### src/verilog/sram_defines.svh
`ifndef SRAM_DEFINES_SVH
`define SRAM_DEFINES_SVH

// Chip count and bank select field
`define SRAM_BANKS 4
`define SRAM_BANK_BITS 2

// One 16-bit asynchronous SRAM per bank
`define SRAM_ADDR_BITS 18
`define SRAM_DATA_BITS 16
`define SRAM_STRB_BITS 2

// Byte select + word offset + bank select
`define AXI_ADDR_BITS 21

`define SRAM_ACCESS_CYCLES 2

`endif

### src/verilog/sram_pkg.sv
`include "sram_defines.svh"

package sram_pkg;

  typedef struct packed {
    logic                         write;
    logic [`SRAM_ADDR_BITS-1:0]   offset;
    logic [`SRAM_DATA_BITS-1:0]   wdata;
    logic [`SRAM_STRB_BITS-1:0]   strb;
  } bank_req_t;

  typedef struct packed {
    logic                         done;
    logic [`SRAM_DATA_BITS-1:0]   rdata;
  } bank_rsp_t;

  // Chip control outputs, enables active low
  typedef struct packed {
    logic [`SRAM_ADDR_BITS-1:0]   addr;
    logic                         ce_n;
    logic                         oe_n;
    logic                         we_n;
    logic                         lb_n;
    logic                         ub_n;
  } sram_pins_t;

  typedef enum logic [2:0] {
    AXIL_IDLE,
    AXIL_READ_WAIT,
    AXIL_WRITE_WAIT,
    AXIL_READ_RESP,
    AXIL_WRITE_RESP
  } axil_state_e;

  typedef enum logic [1:0] {
    BANK_IDLE,
    BANK_READ,
    BANK_WRITE,
    BANK_RECOVER
  } bank_state_e;

endpackage
### src/verilog/bank_rsp_merge.sv
`include "sram_defines.svh"

module bank_rsp_merge
  import sram_pkg::*;
(
  input  logic                          axi_aclk,
  input  logic                          axi_aresetn,
  input  bank_rsp_t [`SRAM_BANKS-1:0]   bank_rsp,
  output bank_rsp_t                     merged_rsp
);

  logic                         any_done;
  logic [`SRAM_DATA_BITS-1:0]   sel_rdata;
  logic                         done_q;
  logic [`SRAM_DATA_BITS-1:0]   rdata_q;

  // Only one bank is ever busy, so an OR of the gated data is enough
  always_comb begin
    any_done  = 1'b0;
    sel_rdata = '0;
    for (int i = 0; i < `SRAM_BANKS; i++) begin
      if (bank_rsp[i].done) begin
        any_done  = 1'b1;
        sel_rdata = sel_rdata | bank_rsp[i].rdata;
      end
    end
  end

  always_ff @(posedge axi_aclk) begin
    if (!axi_aresetn) begin
      done_q <= 1'b0;
    end else begin
      done_q <= any_done;
    end
  end

  always_ff @(posedge axi_aclk) begin
    if (any_done) begin
      rdata_q <= sel_rdata;
    end
  end

  assign merged_rsp = '{done: done_q, rdata: rdata_q};

endmodule

### config.mk
export PLATFORM = sky130hd
export DESIGN_NAME = bank_rsp_merge
export DESIGN_NICKNAME = d
export VERILOG_FILES = /design/src/verilog/sram_pkg.sv /design/src/verilog/bank_rsp_merge.sv
export VERILOG_INCLUDE_DIRS = /design/src /design/src/verilog
export SDC_FILE = /design/constraint.sdc
export NUM_CORES = 1
export LEC_CHECK = 0
export BUFFER_PORTS_ARGS = -buffer_cell sky130_fd_sc_hd__buf_4
export CAP_MARGIN = 10
export CORE_MARGIN = 3
export CORE_UTILIZATION = 35
export DETAILED_ROUTE_END_ITERATION = 6
export GPL_ROUTABILITY_DRIVEN = 0
export PLACE_DENSITY = 0.77
export SETUP_SLACK_MARGIN = 0.1
export SLEW_MARGIN = 10
export SYNTH_ARGS = -nofsm -noshare
export SYNTH_HDL_FRONTEND = slang
export SYNTH_SLANG_ARGS = --single-unit
### constraint.sdc
create_clock -name axi_aclk -period 2.3 [get_ports axi_aclk]
set_input_delay 0.345 -clock axi_aclk [delete_from_list [all_inputs] [get_ports axi_aclk]]
set_output_delay 0.345 -clock axi_aclk [all_outputs]
set_load 0.01 [all_outputs]
==> metrics.cfg <==
[outcome]
status = completed

[route]
drt-initial-drc-count = 35
wl_microns = 2940
vias = 938
first_pass_iters = 4
drt-vias-per-instance = 5.07
wire_per_inst_microns = 15.9
ant_nets = 0
drc_errors = 0

[clock_tree]
root_buffer = clkbuf_4
clk_pin_slew_ns = 0.09
cts_tree = built
cts_made_buffers = 3
cts_repair_resize_count = 0
htreeDepth = 1
post_cts_buffers = 0
clockBufferDepth = 2
clock_sinks = 17
cts_hold_buf = 0

[power]
internal-power_mw = 0.578
leakage_nw = 0.721
p_comb_frac = 0.297
seqPwrFrac = 0.508
p_per_area_nw_per_um2 = 494
clockPowerShare = 0.195
irDropWorstVdd_mv = 0.276
switching_share = 0.234
switching_power_mw = 0.177

[finish]
antenna_cells = 0
area_growth_pct = 75.7
seqCellArea_sq_um = 500
fill_cells = 189
fin_nets = 228
drive_gt1_frac = 0.580
mostFrequentLayoutCells = buf_4 (86), a22oi_1 (32), nand2_1 (16), edfxtp_1 (16), clkbuf_4 (3)
layout_commonest_cell = buf_4
fin_util = 0.671
multi_input_area_sq_um = 320

[logic_synthesis]
ys_ff_latch = 17
syn_avg_cell_area_sq_um = 11.4
synth_area_sq_um = 870
ys_seq_area_frac = 0.576
yosys_warnings = 0
syn_nets = 146
syn_inst = 76
synth_cell_types = 10

[worst_hold_path]
hold_path.class = in2reg

[critical_path]
worst_setup_path_end_kind = flip-flop
crit_path_start_kind = primary input
crit_type = in2reg
arrival_ns = 1.41
crit_required_ns = 2.48
worstPathMaxFanout = 17

[timing]
period_needed_ns = 1.23
setup_tns_ns = 0
timing.fmax_mhz = 811
post-route-period-util = 0.536
drv_slew = 0
rsz0062_at_grt = false
setup_violations = 0
hold_viol_final = 0
slew_headroom = 0.856
tightest_slew_ns = 0.216
hold_slack_ns = 0.286

[global_routing]
grt-ovfl-total = 0
grt_pass1_vias = 978
grt_max_degree = 18
antenna_found_initial = 0
grt_usage = 0.185
grt_pass1_wl_microns = 4530

[placement]
portBuffers = 86
place_hpwl_microns = 2480

[die]
die_w_microns = 55.8
dieArea_sq_um = 3120
start_util = 0.382
fp-row-count = 17
die_h_microns = 55.8
core_region_area_sq_um = 2280
pin_count = 87

[run]
max_cap_violations = 0

critical path, stage by stage:
cell and delay [ns]:
buf_4 0.17, or4_4 0.68, and2_4 0.21
final timing paths:
check             slack (ns)  cells past startpoint     end         start
setup / recovery        1.07                      3  done_q  bank_rsp[33]
hold / removal          0.29                      2  done_q   axi_aresetn
metrics by stage:
| stage | instance area (sq um) | setup WS [ns] | instances | total power, mW |
|---|---|---|---|---|
| after floorplan | 870 | 0.878 | 76 | 0.468 |
| after global placement | 1500 | 0.787 | 181 | 0.614 |
| after detailed placement | 1500 | 0.772 | 181 | 0.616 |
| after CTS | 1530 | 1.07 | 185 | 0.759 |
| after global routing | 1530 | 1.06 | 185 | 0.795 |
| final | 1530 | 1.07 | 185 | 0.755 |
Yosys cell counts:
master / count / area (sq um)
a22oi_1: 32 / 240
and2_4: 1 / 8.76
buf_2: 3 / 15.0
buf_4: 1 / 7.51
buf_6: 1 / 11.3
clkbuf_1: 4 / 15.0
dfxtp_1: 1 / 20.0
edfxtp_1: 16 / 480
nand2_1: 16 / 60.1
or4_4: 1 / 11.3
per-layer routing:
metal	GRT usage	vias up	share of wire
met5	0	-	0
met4	0.0644	0	0
met3	0.0186	0	0.053
met2	0.336	33	0.57
met1	0.225	441	0.38
li1	-	464	-
power groups by stage:
stage          Sequential, mW  Combinational, mW  Clock, mW
2_1_floorplan           0.407             0.0603          0
3_3_place_gp            0.391              0.223          0
3_5_place_dp            0.391              0.224          0
4_1_cts                 0.384              0.225      0.150
5_1_grt                 0.388              0.240      0.167
6_report                0.384              0.224      0.147
cell families (layout without fill, tap and decap cells):
family                 Yosys count  in the layout  share of synthesized area
DFF                             17             17                      0.576
and+or+nand+nor                 18             18                     0.0921
buffers and inverters            9             90                     0.0561
AOI/OAI and AO/OA               32             32                      0.276
flip-flops by register name, summed over array words and instances, names as in the netlist:
signal / flops
done_q: 1
rdata_q: 16
final cells by class:
class / count / area share
Timing Repair Buffer: 86 / 0.423
Sequential cell: 17 / 0.328
Multi-Input combinational cell: 50 / 0.210
Tap cell: 28 / 0.0229
Clock buffer: 4 / 0.0172
No activity file was read; power rests on OpenSTA's default activity.
