**src/verilog/sram_defines.svh**
```systemverilog
`ifndef SRAM_DEFINES_SVH
`define SRAM_DEFINES_SVH

// Chip count and bank select field
`define SRAM_BANKS 4
`define SRAM_BANK_BITS 2

// One 16-bit asynchronous SRAM per bank
`define SRAM_ADDR_BITS 18
`define SRAM_DATA_BITS 16
`define SRAM_STRB_BITS 2

// Byte select + word offset + bank select
`define AXI_ADDR_BITS 21

`define SRAM_ACCESS_CYCLES 2

`endif

```
**src/verilog/sram_pkg.sv**
```systemverilog
`include "sram_defines.svh"

package sram_pkg;

  typedef struct packed {
    logic                         write;
    logic [`SRAM_ADDR_BITS-1:0]   offset;
    logic [`SRAM_DATA_BITS-1:0]   wdata;
    logic [`SRAM_STRB_BITS-1:0]   strb;
  } bank_req_t;

  typedef struct packed {
    logic                         done;
    logic [`SRAM_DATA_BITS-1:0]   rdata;
  } bank_rsp_t;

  // Chip control outputs, enables active low
  typedef struct packed {
    logic [`SRAM_ADDR_BITS-1:0]   addr;
    logic                         ce_n;
    logic                         oe_n;
    logic                         we_n;
    logic                         lb_n;
    logic                         ub_n;
  } sram_pins_t;

  typedef enum logic [2:0] {
    AXIL_IDLE,
    AXIL_READ_WAIT,
    AXIL_WRITE_WAIT,
    AXIL_READ_RESP,
    AXIL_WRITE_RESP
  } axil_state_e;

  typedef enum logic [1:0] {
    BANK_IDLE,
    BANK_READ,
    BANK_WRITE,
    BANK_RECOVER
  } bank_state_e;

endpackage
```
**src/verilog/axil_sram_frontend.sv**
```systemverilog
`include "sram_defines.svh"

module axil_sram_frontend
  import sram_pkg::*;
(
  input  logic                        axi_aclk,
  input  logic                        axi_aresetn,

  input  logic [`AXI_ADDR_BITS-1:0]   s_axi_awaddr,
  input  logic                        s_axi_awvalid,
  output logic                        s_axi_awready,

  input  logic [`SRAM_DATA_BITS-1:0]  s_axi_wdata,
  input  logic [`SRAM_STRB_BITS-1:0]  s_axi_wstrb,
  input  logic                        s_axi_wvalid,
  output logic                        s_axi_wready,

  output logic [1:0]                  s_axi_bresp,
  output logic                        s_axi_bvalid,
  input  logic                        s_axi_bready,

  input  logic [`AXI_ADDR_BITS-1:0]   s_axi_araddr,
  input  logic                        s_axi_arvalid,
  output logic                        s_axi_arready,

  output logic [`SRAM_DATA_BITS-1:0]  s_axi_rdata,
  output logic [1:0]                  s_axi_rresp,
  output logic                        s_axi_rvalid,
  input  logic                        s_axi_rready,

  output bank_req_t                   bank_req,
  output logic [`SRAM_BANKS-1:0]      bank_sel_req,
  input  bank_rsp_t                   merged_rsp
);

  axil_state_e                  state;
  logic                         idle;
  logic                         wr_pair;
  logic                         rd_accept;
  logic                         wr_accept;
  logic [`AXI_ADDR_BITS-1:0]    acc_addr;
  logic [`SRAM_BANK_BITS-1:0]   acc_bank;
  logic [`SRAM_BANKS-1:0]       acc_onehot;
  logic                         rvalid_q;
  logic                         bvalid_q;
  logic [`SRAM_DATA_BITS-1:0]   rdata_q;

  assign idle    = (state == AXIL_IDLE);
  assign wr_pair = s_axi_awvalid && s_axi_wvalid;

  // Read wins a tie with a write
  assign rd_accept = idle && s_axi_arvalid;
  assign wr_accept = idle && !s_axi_arvalid && wr_pair;

  // Write channels only complete together, never one alone
  assign s_axi_arready = idle;
  assign s_axi_awready = idle && !s_axi_arvalid && (wr_pair || !s_axi_awvalid);
  assign s_axi_wready  = idle && !s_axi_arvalid && (wr_pair || !s_axi_wvalid);

  assign acc_addr   = s_axi_arvalid ? s_axi_araddr : s_axi_awaddr;
  assign acc_bank   = acc_addr[`AXI_ADDR_BITS-1 -: `SRAM_BANK_BITS];
  assign acc_onehot = {{(`SRAM_BANKS-1){1'b0}}, 1'b1} << acc_bank;

  always_ff @(posedge axi_aclk) begin
    if (!axi_aresetn) begin
      state        <= AXIL_IDLE;
      bank_sel_req <= '0;
      rvalid_q     <= 1'b0;
      bvalid_q     <= 1'b0;
    end else begin
      bank_sel_req <= '0;
      case (state)
        AXIL_IDLE: begin
          if (rd_accept) begin
            bank_sel_req <= acc_onehot;
            state        <= AXIL_READ_WAIT;
          end else if (wr_accept) begin
            bank_sel_req <= acc_onehot;
            state        <= AXIL_WRITE_WAIT;
          end
        end
        AXIL_READ_WAIT: begin
          if (merged_rsp.done) begin
            rvalid_q <= 1'b1;
            state    <= AXIL_READ_RESP;
          end
        end
        AXIL_WRITE_WAIT: begin
          if (merged_rsp.done) begin
            bvalid_q <= 1'b1;
            state    <= AXIL_WRITE_RESP;
          end
        end
        AXIL_READ_RESP: begin
          if (s_axi_rready) begin
            rvalid_q <= 1'b0;
            state    <= AXIL_IDLE;
          end
        end
        AXIL_WRITE_RESP: begin
          if (s_axi_bready) begin
            bvalid_q <= 1'b0;
            state    <= AXIL_IDLE;
          end
        end
        default: state <= AXIL_IDLE;
      endcase
    end
  end

  // Request payload, held until the next acceptance
  always_ff @(posedge axi_aclk) begin
    if (rd_accept || wr_accept) begin
      bank_req.write  <= wr_accept;
      bank_req.offset <= acc_addr[`SRAM_ADDR_BITS:1];
      bank_req.wdata  <= s_axi_wdata;
      // Reads enable both bytes
      bank_req.strb   <= rd_accept ? {`SRAM_STRB_BITS{1'b1}} : s_axi_wstrb;
    end
    if (state == AXIL_READ_WAIT && merged_rsp.done) begin
      rdata_q <= merged_rsp.rdata;
    end
  end

  assign s_axi_rvalid = rvalid_q;
  assign s_axi_rdata  = rdata_q;
  assign s_axi_rresp  = 2'b00;
  assign s_axi_bvalid = bvalid_q;
  assign s_axi_bresp  = 2'b00;

endmodule

```
**config.mk**
```make
export PLATFORM = sky130hd
export DESIGN_NAME = axil_sram_frontend
export DESIGN_NICKNAME = d
export VERILOG_FILES = /design/src/verilog/sram_pkg.sv /design/src/verilog/axil_sram_frontend.sv
export VERILOG_INCLUDE_DIRS = /design/src /design/src/verilog
export SDC_FILE = /design/constraint.sdc
export NUM_CORES = 1
export LEC_CHECK = 0
export ABC_AREA = 1
export BUFFER_PORTS_ARGS = -buffer_cell sky130_fd_sc_hd__buf_2
export CELL_PAD_IN_SITES_DETAIL_PLACEMENT = 0
export CELL_PAD_IN_SITES_GLOBAL_PLACEMENT = 2
export CORE_MARGIN = 3
export CORE_UTILIZATION = 24
export CTS_BUF_LIST = sky130_fd_sc_hd__clkbuf_16
export DETAILED_ROUTE_END_ITERATION = 8
export GPL_ROUTABILITY_DRIVEN = 0
export PLACE_DENSITY = 0.82
export SLEW_MARGIN = 20
export SYNTH_ARGS = -nofsm -noshare
export SYNTH_HDL_FRONTEND = slang
export SYNTH_SLANG_ARGS = --single-unit
```
**constraint.sdc**
```tcl
create_clock -name axi_aclk -period 2.29 [get_ports axi_aclk]
set_input_delay 0.458 -clock axi_aclk [delete_from_list [all_inputs] [get_ports axi_aclk]]
set_output_delay 0.458 -clock axi_aclk [all_outputs]
set_load 0.02 [all_outputs]
```
==> impl.org <==
** Floorplan
- During I/O placement, the number of pins put on the boundary was 150.
- Row generation in the floorplan step produced 35 rows.
- Starting utilization of the core area :: 0.252
- Core Area :: 0.00942 mm2
- From bottom edge to top edge, the die measures 106 um.
- In this run the horizontal extent of the chip is 106 um.
- The die covers 0.0111 mm2.

** Status
- The flow ran to the end, and the final reports show no timing, DRC or antenna violations.

** Routing
- Post-detailed-route wirelength per cell :: 12.6 um
- The first routing iteration left 72 violations.
- Using the TritonRoute via totals, the vias-per-cell ratio works out to 3.92.
- In this run the remaining antenna-violating nets after routing total 0.
- The first detailed-routing pass ran for 6 iterations.
- DRC violations left :: 0
- Summed over all layers, the routed wires come to 5990 um.
- Summing over every cut layer, the via total after detailed routing is 1,869.

** Setup path
- The largest individual stage delay along the critical path comes from the cell dfxtp_1.
- Start-to-end type of the worst setup path :: reg2out
- The worst setup path is captured at an output pin.
- Flop-to-flop setup slack :: 630 ps
- STA classifies the critical path startpoint as a register.
- In this run the critical register-to-register path is launched from state[1].
- Capture instance of the worst register-to-register path :: bank_req[15]
- Crit path max fanout :: 6
- The worst register-to-register path has a depth of 6.
- Data on the critical path arrives at its endpoint at 1410 ps.
- On the worst path, the slowest cell contributes a delay of 390 ps.
- Crit path cell chain :: nor2_4 -> nand2_4 -> nor2_2 -> inv_1 -> a21oi_1 -> buf_2
- At the worst endpoint, the required time is 1830 ps.

** Logic synthesis
- Post-Synthesis Cells :: 191
- Post-synthesis share of cell area spent on full adders, half adders and majority gates :: 0
- The most used flip-flop cell after synthesis is edfxtp_1.
- Commonest cells in the netlist :: nand2_1 (62), edfxtp_1 (53), nor2_1 (15), dfxtp_1 (9), inv_1 (9)
- By area the synthesized netlist is led by edfxtp_1 (67%), nand2_1 (9.8%), dfxtp_1 (7.6%).
- Of the post-synthesis cell area, the dominant cell type holds 0.670.
- edfxtp_1 takes more of the synthesized area than any other cell.
- Number of synthesis warnings :: 0
- Parity-gate share of the synthesized area counting xor and xnor cells :: 0
- Yosys mapped the design onto 22 distinct sky130hd cell types.
- For this run, the register share of the synthesized area comes to 0.746.
- Counting flops and latches in the post-synthesis netlist gives 62.
- Measured against the total synthesized area, the mux share comes to 0.
- Synthesized-area fraction occupied by and/or/nand/nor cells :: 0.185
- The most common cell in the synthesized netlist is nand2_1.
- Each instance of the synthesized netlist takes up on average 12.4 um2.
- After synthesis, the share of flip-flops with an asynchronous set or reset is 0.
- The area fraction in compound gates after synthesis was 0.0221.
- Area of the mapped netlist :: 0.00238 mm2
- After synthesis, the largest family of logic cells by area is simple AND/OR/NAND/NOR gates.
- The synthesized design contains 53 enable-type register cells.

** Clocking
- The H-tree generated during clock tree synthesis spans 3 levels.
- TritonCTS created 9 clock buffers.
- TritonCTS built the clock tree.
- Gates resized during post-CTS repair numbered 0.
- Quantity of hold-fixing buffers added after cts :: 0
- Post-CTS repair timing setup buffer count :: 0
- Clock tree synthesis found a total of 62 sinks.
- Worst-Skew Late Latency :: 320 ps
- Buffers from clock root to sink, at most :: 2
- Clock slew at reported path FFs :: 60 ps
- In this run the clock root is driven by a clkbuf_16.

** Timing
- Final setup violation count :: 0
- Setup repair after global routing left no endpoint under its margin.
- Worst clock skew on the final layout :: 6.78 ps
- Post-route clock period utilization :: 0.815
- The final hold violation count was 0.
- Summed negative setup slack over all endpoints :: 0 ps
- Final hold slack :: 311 ps
- The worst path meets setup with 425 ps of slack.
- Time the worst path needs with I/O delays and setup :: 1870 ps
- The max-slew violation count came to 0.
- Maximum clock rate :: 536 MHz

** Global route
- Vias in the first global route :: 1,773
- Maximum number of pins on one net before global-route repair :: 31
- The first global-routing pass estimated 8940 um of wire.
- Congestion Overflow GR :: 0
- The number of antenna violations at the first check in global routing came to 0.
- In the global route stage, overall resource usage came out at 0.105.

** Final layout
- # nets final :: 427
- Layout-stage area growth over the synthesis result :: 49.0%
- In the final layout, the share of cells above drive strength 1 is 0.514.
- Antenna fix cells :: 0
- The filler cells instantiated in the layout total 958.
- The finished layout holds 477 standard cells, fillers aside.

** Min path
- Path class of the lowest-slack min-delay path :: in2reg
- Along the worst hold path, the cell count comes to 1.
- The path with the worst hold slack has its endpoint at bank_req[17].
- The worst hold path begins at s_axi_wdata[15].

** Placement
- Before CTS, the worst setup slack after placement is 496 ps.
- Number of buffer cells added on primary ports :: 143
- Instance count after placement with tap cells included :: 461
- DP Wirelength :: 4600 um

** Pwr
- IR analysis of the VDD net gives a maximum drop of 431 uV.
- The completed layout was analyzed and its total power is 0.00377 W.
- Cell leakage power :: 1.65 nW
- Power density over cell area :: 1070 mW/mm2

** Flow run
- Max Cap Viol :: 0
-- layout by cell type (no fill, tap or decap), drive strengths merged --
cell and instances:
buf 146, nand2 66, edfxtp 53, nor2 18
inv 15, dfxtp 9, clkbuf 9, nand3 5
o21ai 5, a21oi 4, or2 4, conb 4
nand4 3, clkinv 3, clkinvlp 2, nand3b 1
bufinv 1
-- power breakdown --
group	switching [W]	internal, W	total, W
sequential	0.0000645	0.00148	0.00155
combinational	0.000611	0.000284	0.000895
clock	0.000487	0.000842	0.00133
-- cells by family (layout without fill, tap and decap cells) --
group	count (synthesis)	count (layout)
AND/OR/NAND/NOR	97	97
buffers and inverters	22	176
AO/OA/AOI/OAI	9	9
flip-flops	62	62
other	1	4
-- routing by layer --
metal,routed length (um),global-route usage
met5,0,0
met3,560,0.0435
met2,2980,0.180
met1,2370,0.116
met4,76,0.0361
-- worst max-delay path by stage --
stage	start	to	depth (start not counted)
6_report	state[1]	s_axi_wready	6
5_1_grt	state[1]	s_axi_wready	6
4_1_cts	state[1]	s_axi_wready	6
3_5_place_dp	s_axi_arvalid	bank_sel_req[3]	8
3_3_place_gp	s_axi_arvalid	bank_sel_req[3]	8
2_1_floorplan	state[0]	s_axi_rdata[0]	4
-- layout make-up --
cell class | count | area (um2) | share of cell area
clock inverter | 7 | 72.6 | 0.0205
clock buffer | 9 | 225 | 0.0636
inverter | 14 | 52.6 | 0.0148
timing repair buffer | 146 | 751 | 0.212
sequential | 62 | 1770 | 0.500
multi-input combinational | 110 | 507 | 0.143
tap | 129 | 161 | 0.0456
-- registers in the layout, indices dropped and copies added (netlist names) --
name	count
bank_req	37
bank_sel_req	4
s_axi_bvalid	1
s_axi_rdata	16
s_axi_rvalid	1
state	3
-- metrics by stage --
stage / cell area [um2] / utilization
after floorplan: 2390 / -
after global placement: 3240 / 0.344
after detailed placement: 3240 / 0.344
after CTS: 3540 / 0.376
after global routing: 3540 / 0.376
final: 3540 / 0.376
-- worst max-delay path, delay by kind of cell, from the launching register on --
| kind | cells | cell delay [ps] |
|---|---|---|
| flops | 1 | 390 |
| simple gates | 3 | 360 |
| compound gates | 1 | 110 |
| buf+inv | 2 | 240 |
(Power assumes the default switching activity.)
